**config.mk**
```make
export PLATFORM = sky130hd
export DESIGN_NAME = merge_top
export DESIGN_NICKNAME = d
export VERILOG_FILES = /design/src/design/merge_pkg.sv /design/src/design/head_stage.sv /design/src/design/merge_control.sv /design/src/design/merge_emit.sv /design/src/design/merge_top.sv /design/src/design/run_fifo.sv
export VERILOG_INCLUDE_DIRS = /design/src /design/src/design
export SDC_FILE = /design/constraint.sdc
export NUM_CORES = 1
export LEC_CHECK = 0
export ABC_CLOCK_PERIOD_IN_PS = 7820
export BUFFER_PORTS_ARGS = -buffer_cell sky130_fd_sc_hd__clkbuf_2
export CORE_MARGIN = 2
export CORE_UTILIZATION = 40
export CTS_CLUSTER_SIZE = 20
export DETAILED_ROUTE_END_ITERATION = 6
export PLACE_DENSITY = 0.54
export SLEW_MARGIN = 20
export SYNTH_ARGS = -nofsm -noshare
export SYNTH_HDL_FRONTEND = slang
export SYNTH_SLANG_ARGS = --single-unit
```
**constraint.sdc**
```tcl
create_clock -name i_clk -period 7.82 [get_ports i_clk]
set_input_delay 1.955 -clock i_clk [delete_from_list [all_inputs] [get_ports i_clk]]
set_output_delay 1.955 -clock i_clk [all_outputs]
set_load 0.005 [all_outputs]
```
**src/design/merge_settings.svh**
```systemverilog
`ifndef MERGE_SETTINGS_SVH
`define MERGE_SETTINGS_SVH

// Key width in bits, zero is reserved for the run delimiter
`define MERGE_KEY_W 16

// Input FIFOs absorb source bursts and gaps
`define MERGE_IN_DEPTH_LOG2 3

// Output FIFO only needs to cover the emit register round trip
`define MERGE_OUT_DEPTH_LOG2 2

`endif

```
**src/design/merge_pkg.sv**
```systemverilog
`include "merge_settings.svh"

package merge_pkg;

   typedef logic [`MERGE_KEY_W-1:0] key_t;   // One key, zero marks end of run

   // Current head of one input stream
   typedef struct packed {
      key_t key;                              // Head key
      logic valid;                            // Head register is full
      logic delim;                            // Key is the run delimiter
   } head_t;

   // Word handed from the control FSM to the emit stage
   typedef struct packed {
      key_t key;                              // Key to emit
      logic valid;                            // Word present
      logic last;                             // Delimiter closing the merged run
   } emit_t;

   typedef enum logic [1:0] {
      NOMINAL,                                // Compare heads, emit smaller
      DONE_A,                                 // A run ended, drain B
      DONE_B,                                 // B run ended, drain A
      TOGGLE                                  // Both at delimiter, close run
   } merge_state_e;

endpackage

```
**src/design/head_stage.sv**
```systemverilog
`timescale 1ns/1ps

module head_stage (
   input  logic              i_clk,
   input  logic              i_rst_n,
   input  logic              i_fifo_valid,   // Input FIFO has a word
   input  merge_pkg::key_t   i_fifo_key,     // Show-ahead FIFO data
   output logic              o_fifo_rd,      // Take the FIFO word this cycle
   input  logic              i_pop,          // Control consumes the head
   output merge_pkg::head_t  o_head          // Current head of the stream
);

   merge_pkg::head_t head_q;                 // Head register
   logic             slot_free;              // Register empty or leaving now
   logic             load;                   // New key enters the register
   logic             key_zero;               // Incoming word is a delimiter

   // Popping a head frees the slot in the same cycle, so refills back to back
   assign slot_free = !head_q.valid || i_pop;
   assign load      = slot_free && i_fifo_valid;
   assign o_fifo_rd = load;

   // Delimiter decode done once here, control only sees the flag
   assign key_zero = (i_fifo_key == '0);

   always_ff @(posedge i_clk) begin
      if (!i_rst_n) begin
         head_q.valid <= 1'b0;               // Key and flag are payload
      end else begin
         if (load) begin
            head_q.key   <= i_fifo_key;
            head_q.delim <= key_zero;
            head_q.valid <= 1'b1;
         end else if (i_pop) begin
            head_q.valid <= 1'b0;            // Popped with nothing to refill
         end
      end
   end

   assign o_head = head_q;

endmodule

```
**src/design/merge_control.sv**
```systemverilog
`timescale 1ns/1ps

module merge_control (
   input  logic              i_clk,
   input  logic              i_rst_n,
   input  merge_pkg::head_t  i_head_a,       // Head of stream A
   input  merge_pkg::head_t  i_head_b,       // Head of stream B
   input  logic              i_emit_ready,   // Emit stage takes o_emit
   output logic              o_pop_a,        // Consume head A
   output logic              o_pop_b,        // Consume head B
   output merge_pkg::emit_t  o_emit          // Registered output word
);

   merge_pkg::merge_state_e state;
   merge_pkg::merge_state_e next_state;
   merge_pkg::emit_t        emit_d;          // Word chosen this cycle
   logic                    advance;         // Output register can take a word
   logic                    a_wins;          // A key not above B key

   // Output register frees when empty or when its word is taken
   assign advance = !o_emit.valid || i_emit_ready;

   // Ties go to A, keeps the merge stable
   assign a_wins = (i_head_a.key <= i_head_b.key);

   always_comb begin
      next_state   = state;
      o_pop_a      = 1'b0;
      o_pop_b      = 1'b0;
      emit_d.key   = a_wins ? i_head_a.key : i_head_b.key;
      emit_d.valid = 1'b0;
      emit_d.last  = 1'b0;
      if (advance) begin                     // Stall everything on back-pressure
         case (state)
            merge_pkg::NOMINAL: begin
               if (i_head_a.valid && i_head_b.valid) begin   // Need both heads
                  if (i_head_a.delim) begin
                     next_state = merge_pkg::DONE_A;         // A run over
                  end else if (i_head_b.delim) begin
                     next_state = merge_pkg::DONE_B;         // B run over
                  end else begin
                     emit_d.valid = 1'b1;                    // Smaller key out
                     o_pop_a      = a_wins;
                     o_pop_b      = !a_wins;
                  end
               end
            end
            merge_pkg::DONE_A: begin
               if (i_head_b.valid) begin
                  if (i_head_b.delim) begin
                     next_state = merge_pkg::TOGGLE;         // B drained too
                  end else begin
                     emit_d.key   = i_head_b.key;
                     emit_d.valid = 1'b1;
                     o_pop_b      = 1'b1;
                  end
               end
            end
            merge_pkg::DONE_B: begin
               if (i_head_a.valid) begin
                  if (i_head_a.delim) begin
                     next_state = merge_pkg::TOGGLE;         // A drained too
                  end else begin
                     emit_d.key   = i_head_a.key;
                     emit_d.valid = 1'b1;
                     o_pop_a      = 1'b1;
                  end
               end
            end
            merge_pkg::TOGGLE: begin
               // Both heads sit on their delimiters here
               if (i_head_a.valid && i_head_b.valid) begin
                  emit_d.key   = '0;                         // Single delimiter out
                  emit_d.valid = 1'b1;
                  emit_d.last  = 1'b1;
                  o_pop_a      = 1'b1;
                  o_pop_b      = 1'b1;
                  next_state   = merge_pkg::NOMINAL;         // Next run pair
               end
            end
            default: next_state = merge_pkg::NOMINAL;
         endcase
      end
   end

   always_ff @(posedge i_clk) begin
      if (!i_rst_n) begin
         state        <= merge_pkg::NOMINAL;
         o_emit.valid <= 1'b0;
      end else begin
         state <= next_state;
         if (advance) begin
            o_emit <= emit_d;                // Bubble loads when nothing chosen
         end
      end
   end

endmodule

```
**src/design/merge_emit.sv**
```systemverilog
`timescale 1ns/1ps

module merge_emit (
   input  logic              i_clk,
   input  logic              i_rst_n,
   input  merge_pkg::emit_t  i_emit,         // Word from control
   output logic              o_emit_ready,   // Register can take i_emit
   output logic              o_wr_valid,     // Write request to output FIFO
   output merge_pkg::key_t   o_wr_key,
   input  logic              i_wr_ready,     // Output FIFO has room
   output logic [15:0]       o_run_count     // Merged runs written out
);

   merge_pkg::emit_t emit_q;                 // One-entry pipeline register
   logic             wr_fire;                // Word leaves to the FIFO

   assign o_wr_valid = emit_q.valid;
   assign o_wr_key   = emit_q.key;
   assign wr_fire    = emit_q.valid && i_wr_ready;

   // Take a new word when empty or when the held word leaves now
   assign o_emit_ready = !emit_q.valid || i_wr_ready;

   always_ff @(posedge i_clk) begin
      if (!i_rst_n) begin
         emit_q.valid <= 1'b0;
         o_run_count  <= '0;
      end else begin
         if (o_emit_ready) begin
            emit_q <= i_emit;
         end
         if (wr_fire && emit_q.last) begin
            o_run_count <= o_run_count + 16'd1;   // Delimiter closes a run
         end
      end
   end

endmodule

```
**src/design/merge_top.sv**
```systemverilog
`timescale 1ns/1ps
`include "merge_settings.svh"

module merge_top (
   input  logic             i_clk,
   input  logic             i_rst_n,
   input  logic             i_a_valid,       // Stream A
   input  merge_pkg::key_t  i_a_key,
   output logic             o_a_ready,
   input  logic             i_b_valid,       // Stream B
   input  merge_pkg::key_t  i_b_key,
   output logic             o_b_ready,
   output logic             o_m_valid,       // Merged stream
   output merge_pkg::key_t  o_m_key,
   input  logic             i_m_ready,
   output logic [15:0]      o_run_count      // Runs merged so far
);

   logic             a_rd_valid;             // FIFO A to head A
   merge_pkg::key_t  a_rd_key;
   logic             a_rd_en;
   logic             b_rd_valid;             // FIFO B to head B
   merge_pkg::key_t  b_rd_key;
   logic             b_rd_en;
   merge_pkg::head_t a_head;
   merge_pkg::head_t b_head;
   logic             pop_a;
   logic             pop_b;
   merge_pkg::emit_t emit_word;              // Control to emit stage
   logic             emit_ready;
   logic             m_wr_valid;             // Emit stage to output FIFO
   merge_pkg::key_t  m_wr_key;
   logic             m_wr_ready;

   run_fifo #(.DEPTH_LOG2(`MERGE_IN_DEPTH_LOG2)) fifo_a (
      .i_clk(i_clk), .i_rst_n(i_rst_n),
      .i_wr_valid(i_a_valid), .i_wr_key(i_a_key), .o_wr_ready(o_a_ready),
      .o_rd_valid(a_rd_valid), .o_rd_key(a_rd_key), .i_rd_en(a_rd_en)
   );

   run_fifo #(.DEPTH_LOG2(`MERGE_IN_DEPTH_LOG2)) fifo_b (
      .i_clk(i_clk), .i_rst_n(i_rst_n),
      .i_wr_valid(i_b_valid), .i_wr_key(i_b_key), .o_wr_ready(o_b_ready),
      .o_rd_valid(b_rd_valid), .o_rd_key(b_rd_key), .i_rd_en(b_rd_en)
   );

   head_stage head_a (
      .i_clk(i_clk), .i_rst_n(i_rst_n), .i_fifo_valid(a_rd_valid),
      .i_fifo_key(a_rd_key), .o_fifo_rd(a_rd_en), .i_pop(pop_a), .o_head(a_head)
   );

   head_stage head_b (
      .i_clk(i_clk), .i_rst_n(i_rst_n), .i_fifo_valid(b_rd_valid),
      .i_fifo_key(b_rd_key), .o_fifo_rd(b_rd_en), .i_pop(pop_b), .o_head(b_head)
   );

   merge_control control (
      .i_clk(i_clk), .i_rst_n(i_rst_n), .i_head_a(a_head), .i_head_b(b_head),
      .i_emit_ready(emit_ready), .o_pop_a(pop_a), .o_pop_b(pop_b), .o_emit(emit_word)
   );

   merge_emit emit (
      .i_clk(i_clk), .i_rst_n(i_rst_n), .i_emit(emit_word), .o_emit_ready(emit_ready),
      .o_wr_valid(m_wr_valid), .o_wr_key(m_wr_key), .i_wr_ready(m_wr_ready),
      .o_run_count(o_run_count)
   );

   run_fifo #(.DEPTH_LOG2(`MERGE_OUT_DEPTH_LOG2)) fifo_m (
      .i_clk(i_clk), .i_rst_n(i_rst_n),
      .i_wr_valid(m_wr_valid), .i_wr_key(m_wr_key), .o_wr_ready(m_wr_ready),
      .o_rd_valid(o_m_valid), .o_rd_key(o_m_key), .i_rd_en(i_m_ready)
   );

endmodule

```
**src/design/run_fifo.sv**
```systemverilog
`timescale 1ns/1ps

module run_fifo #(
   parameter int DEPTH_LOG2 = 3
) (
   input  logic             i_clk,
   input  logic             i_rst_n,
   input  logic             i_wr_valid,
   input  merge_pkg::key_t  i_wr_key,
   output logic             o_wr_ready,
   output logic             o_rd_valid,
   output merge_pkg::key_t  o_rd_key,
   input  logic             i_rd_en
);

   localparam int DEPTH = 1 << DEPTH_LOG2;

   merge_pkg::key_t       mem [0:DEPTH-1];   // Storage, no reset needed
   logic [DEPTH_LOG2:0]   wr_ptr;            // MSB is the wrap bit
   logic [DEPTH_LOG2:0]   rd_ptr;            // MSB is the wrap bit
   logic                  empty;
   logic                  full;
   logic                  wr_fire;           // Word accepted this cycle
   logic                  rd_fire;           // Word consumed this cycle

   // Same index and same wrap means empty, opposite wrap means full
   assign empty = (wr_ptr == rd_ptr);
   assign full  = (wr_ptr[DEPTH_LOG2] != rd_ptr[DEPTH_LOG2]) &&
                  (wr_ptr[DEPTH_LOG2-1:0] == rd_ptr[DEPTH_LOG2-1:0]);

   assign rd_fire = i_rd_en && !empty;       // Ignore reads of an empty FIFO

   // A slot frees up when a read happens in the same cycle as a full write
   assign o_wr_ready = !full || rd_fire;
   assign wr_fire    = i_wr_valid && o_wr_ready;

   // Show-ahead read side, data visible the cycle after the write
   assign o_rd_valid = !empty;
   assign o_rd_key   = mem[rd_ptr[DEPTH_LOG2-1:0]];

   always_ff @(posedge i_clk) begin
      if (wr_fire) begin
         mem[wr_ptr[DEPTH_LOG2-1:0]] <= i_wr_key;   // Payload write
      end
   end

   always_ff @(posedge i_clk) begin
      if (!i_rst_n) begin
         wr_ptr <= '0;
         rd_ptr <= '0;
      end else begin
         if (wr_fire) begin
            wr_ptr <= wr_ptr + 1'b1;         // Wraps into the MSB
         end
         if (rd_fire) begin
            rd_ptr <= rd_ptr + 1'b1;
         end
      end
   end

endmodule

```
==> out/summary.txt <==
Status: finished, violations left
Failing checks: design-rule violations
Avg Cell Area, Syn: 18.2 um^2
Sequential-to-total area share from yosys stat: 72.4%
Cts hold-fix bufs: 0
Peak supply drop: 0.184 mV
Global-route wire length before repair: 53200 um
RePlAce Congestion: 0.739
Largest family of logic cells by synthesized area: multiplexers
Wire length per cell: 20.3 um
Die Area: 45500 um^2
Pin slew with the least headroom to its limit: 1.05 ns
CTS root buf: clkbuf_16
DR iter-0 viols: 658
Die outline width: 213 um
CTS tree: done
CTS Buf Count: 47
Startpoint Class: input pin
Nets: 1134
TNS Setup: 0 ns
Cell Area, Placed: 18700 um^2
Tmin final: 5.88 ns
Crit-path slowest cell: a211oi_2
Seq cells post-synth: 440
Routed Antenna Nets: 0
Reg clk slew, reported paths: 0.06 ns
Final Hold Fails: 0
H-tree lvl count: 2
Asr flop ratio synth: 0%
Clock sink count: 440
Tot GR Track Use: 15.6%
Cell row count: 76
Power per Cell Area: 309 nW/um^2
Final WL: 34300 um
Setup Skew: 0.0180 ns
Number of flops mapped to enable cells by yosys: 388
Postcts setup bufs: 0
CP Data Required Time: 5.87 ns
Routed via count: 8811
Period utilization: 75.2%
CTS Buffer Depth: 3
Synth top area share: 66.4%
CP max FO: 9
Synthesized Nets: 1034
WS Path Type: in2out
Max Slew Vio Count: 0
Post-synth top area cell: edfxtp_1
Number of global-route vias before repair: 8925
Initial antenna violation count: 1
CP max stage delay: 0.60 ns
Synth area leaders: edfxtp_1 (66%), mux4_2 (10%), dfxtp_1 (5.9%)
Synth Area in Compound Gates: 3.62%
Yosys warnings: 0
Area delta synth->final: 15.6%
Buffers on Ports: 71
Die H: 213 um
Most frequent CP cell: clkbuf_2
# resized after CTS: 0
Initial Util: 40.6%
Post-synth top flop: edfxtp_1
Avg Vias per Cell: 5.22
DRT Pass-1 Iters: 7
ANT cells: 0
Clock Latency Late Sink: 0.58 ns
Mux cell area share after synthesis: 13.6%
Area of the mapped netlist: 17500 um^2
Final Cell Area: 20300 um^2
MaxCap Viol Count: 0
Total grt overflow: 0
Yosys cell types: 56
Cells after synthesis: 966
Pin count of the biggest net entering global routing: 40
RSZ-0062 raised after global routing: false
Critical Path AT: 3.92 ns
Io pins: 72
CP endpoint kind: primary output
HP Class: reg2reg
Synth Area in XOR/XNOR: 1.44%
Ratio of cells with drive above 1 in the final layout: 27.6%
Pleak: 6.71 nW
DRC: 3
Core Region: 43200 um^2
Endpoints failing setup: 0
Final HPWL DP: 20600 um
Simple-Gate Fraction of Synth Area: 4.98%
Final Power: 0.00626 W
Max_slew headroom: 30.2%
Critical path cell sequence: clkbuf_2 -> nor4_2 -> and3_1 -> nor3_2 -> a211oi_2 -> inv_1 -> clkbuf_2
Adder-cell area share of the yosys netlist: 2.21%
Fmax: 0.170 GHz
[cell usage in the layout, fill, tap and decap left out, types with 31 or more instances in the layout]
master and n:
ha_1 31, inv_1 32, edfxtp_1 388, clkbuf_16 47, clkbuf_2 71, dfxtp_1 50, mux4_2 80, nor2_1 42
mux2_2 32
[critical path, delay by kind of cell]
family / cells / cell delay [ns]
AO/OA/AOI/OAI: 1 / 0.60
buffers and inverters: 3 / 0.40
AND/OR/NAND/NOR: 3 / 0.96
[sequential cells by signal (all words and copies together) (netlist names), named ones only]
name	count
head_b.o_head	18
fifo_a.mem	128
fifo_a.wr_ptr	4
head_a.o_head	18
fifo_m.rd_ptr	3
control.state	2
emit.emit_q	1
fifo_b.rd_ptr	4
fifo_m.wr_ptr	3
fifo_a.rd_ptr	4
fifo_b.mem	128
fifo_m.mem	64
fifo_b.wr_ptr	4
emit.o_wr_valid	1
emit.o_wr_key	16
emit.o_run_count	16
control.o_emit	18
[cell families (layout without fill, tap and decap cells)]
logic type / count (synthesis) / count (layout)
AO/OA/AOI/OAI: 94 / 94
multiplexers: 134 / 134
XOR/XNOR: 28 / 28
adder cells (fa/ha/maj): 31 / 31
flip-flops: 440 / 440
buffers and inverters: 78 / 214
AND/OR/NAND/NOR: 161 / 161
[final cells by class]
type | count | area, um^2
timing repair buffer | 96 | 543
inverter | 33 | 124
multi-input combinational | 448 | 4620
clock inverter | 24 | 323
tap | 585 | 732
sequential | 440 | 12700
clock buffer | 61 | 1240
fill | 3702 | 22900
[stage by stage]
step / utilization (%) / hold slack (ns) / setup slack, ns / instances
2_1_floorplan: - / 0.400 / 2.69 / 966
3_3_place_gp: 43.3 / 0.401 / 1.92 / 1602
3_5_place_dp: 43.4 / 0.405 / 1.92 / 1602
4_1_cts: 47.0 / 0.418 / 1.91 / 1687
5_1_grt: 47.0 / 0.423 / 1.72 / 1687
6_report: 47.0 / 0.417 / 1.94 / 1687
[cells in the mapped netlist (all sizes together), types with 3 or more instances]
master	count
and3	4
xnor2	9
nand2	26
mux2	32
nor3	9
nor2	42
and4	4
ha	31
o22ai	17
xor2	19
mux2i	22
nand4	11
inv	33
mux4	80
or4	5
o31ai	6
edfxtp	388
a211oi	3
nor4b	4
a21oi	27
or3	8
clkbuf	29
nor4	13
and2	9
dfxtp	52
o21ai	14
buf	16
nand2b	4
nor2b	4
a22oi	16
nand3	11
[power breakdown]
part	total, W	internal [W]	leakage (nW)	switching [W]
Sequential	0.00294	0.00282	3.98	0.000124
Combinational	0.00105	0.000469	1.97	0.000584
Clock	0.00227	0.00136	0.762	0.000911
[per-layer routing]
metal	wire (um)	track usage (%)	share of wire, %	vias to the layer above
li1	-	-	-	4069
met5	13	0	0.038	-
met3	1640	3.16	4.8	63
met1	15400	21.4	45	4505
met4	846	5.56	2.5	2
met2	16400	25.0	48	172
[final timing paths]
kind	slack, ns	start	cells after the start	end
worst min register to register	0.42	control.o_emit[3]$_DFFE_PP_	0	emit.o_wr_key[1]$_DFFE_PP_
worst min-delay path	0.42	control.o_emit[3]$_DFFE_PP_	0	emit.o_wr_key[1]$_DFFE_PP_
worst max register to register	3.95	control.state[0]$_SDFFE_PN0P_	9	fifo_a.mem[3][11]$_DFFE_PP_
worst max-delay path	1.94	i_m_ready	7	o_b_ready
Note: power is estimated with default switching activity, not from simulation.
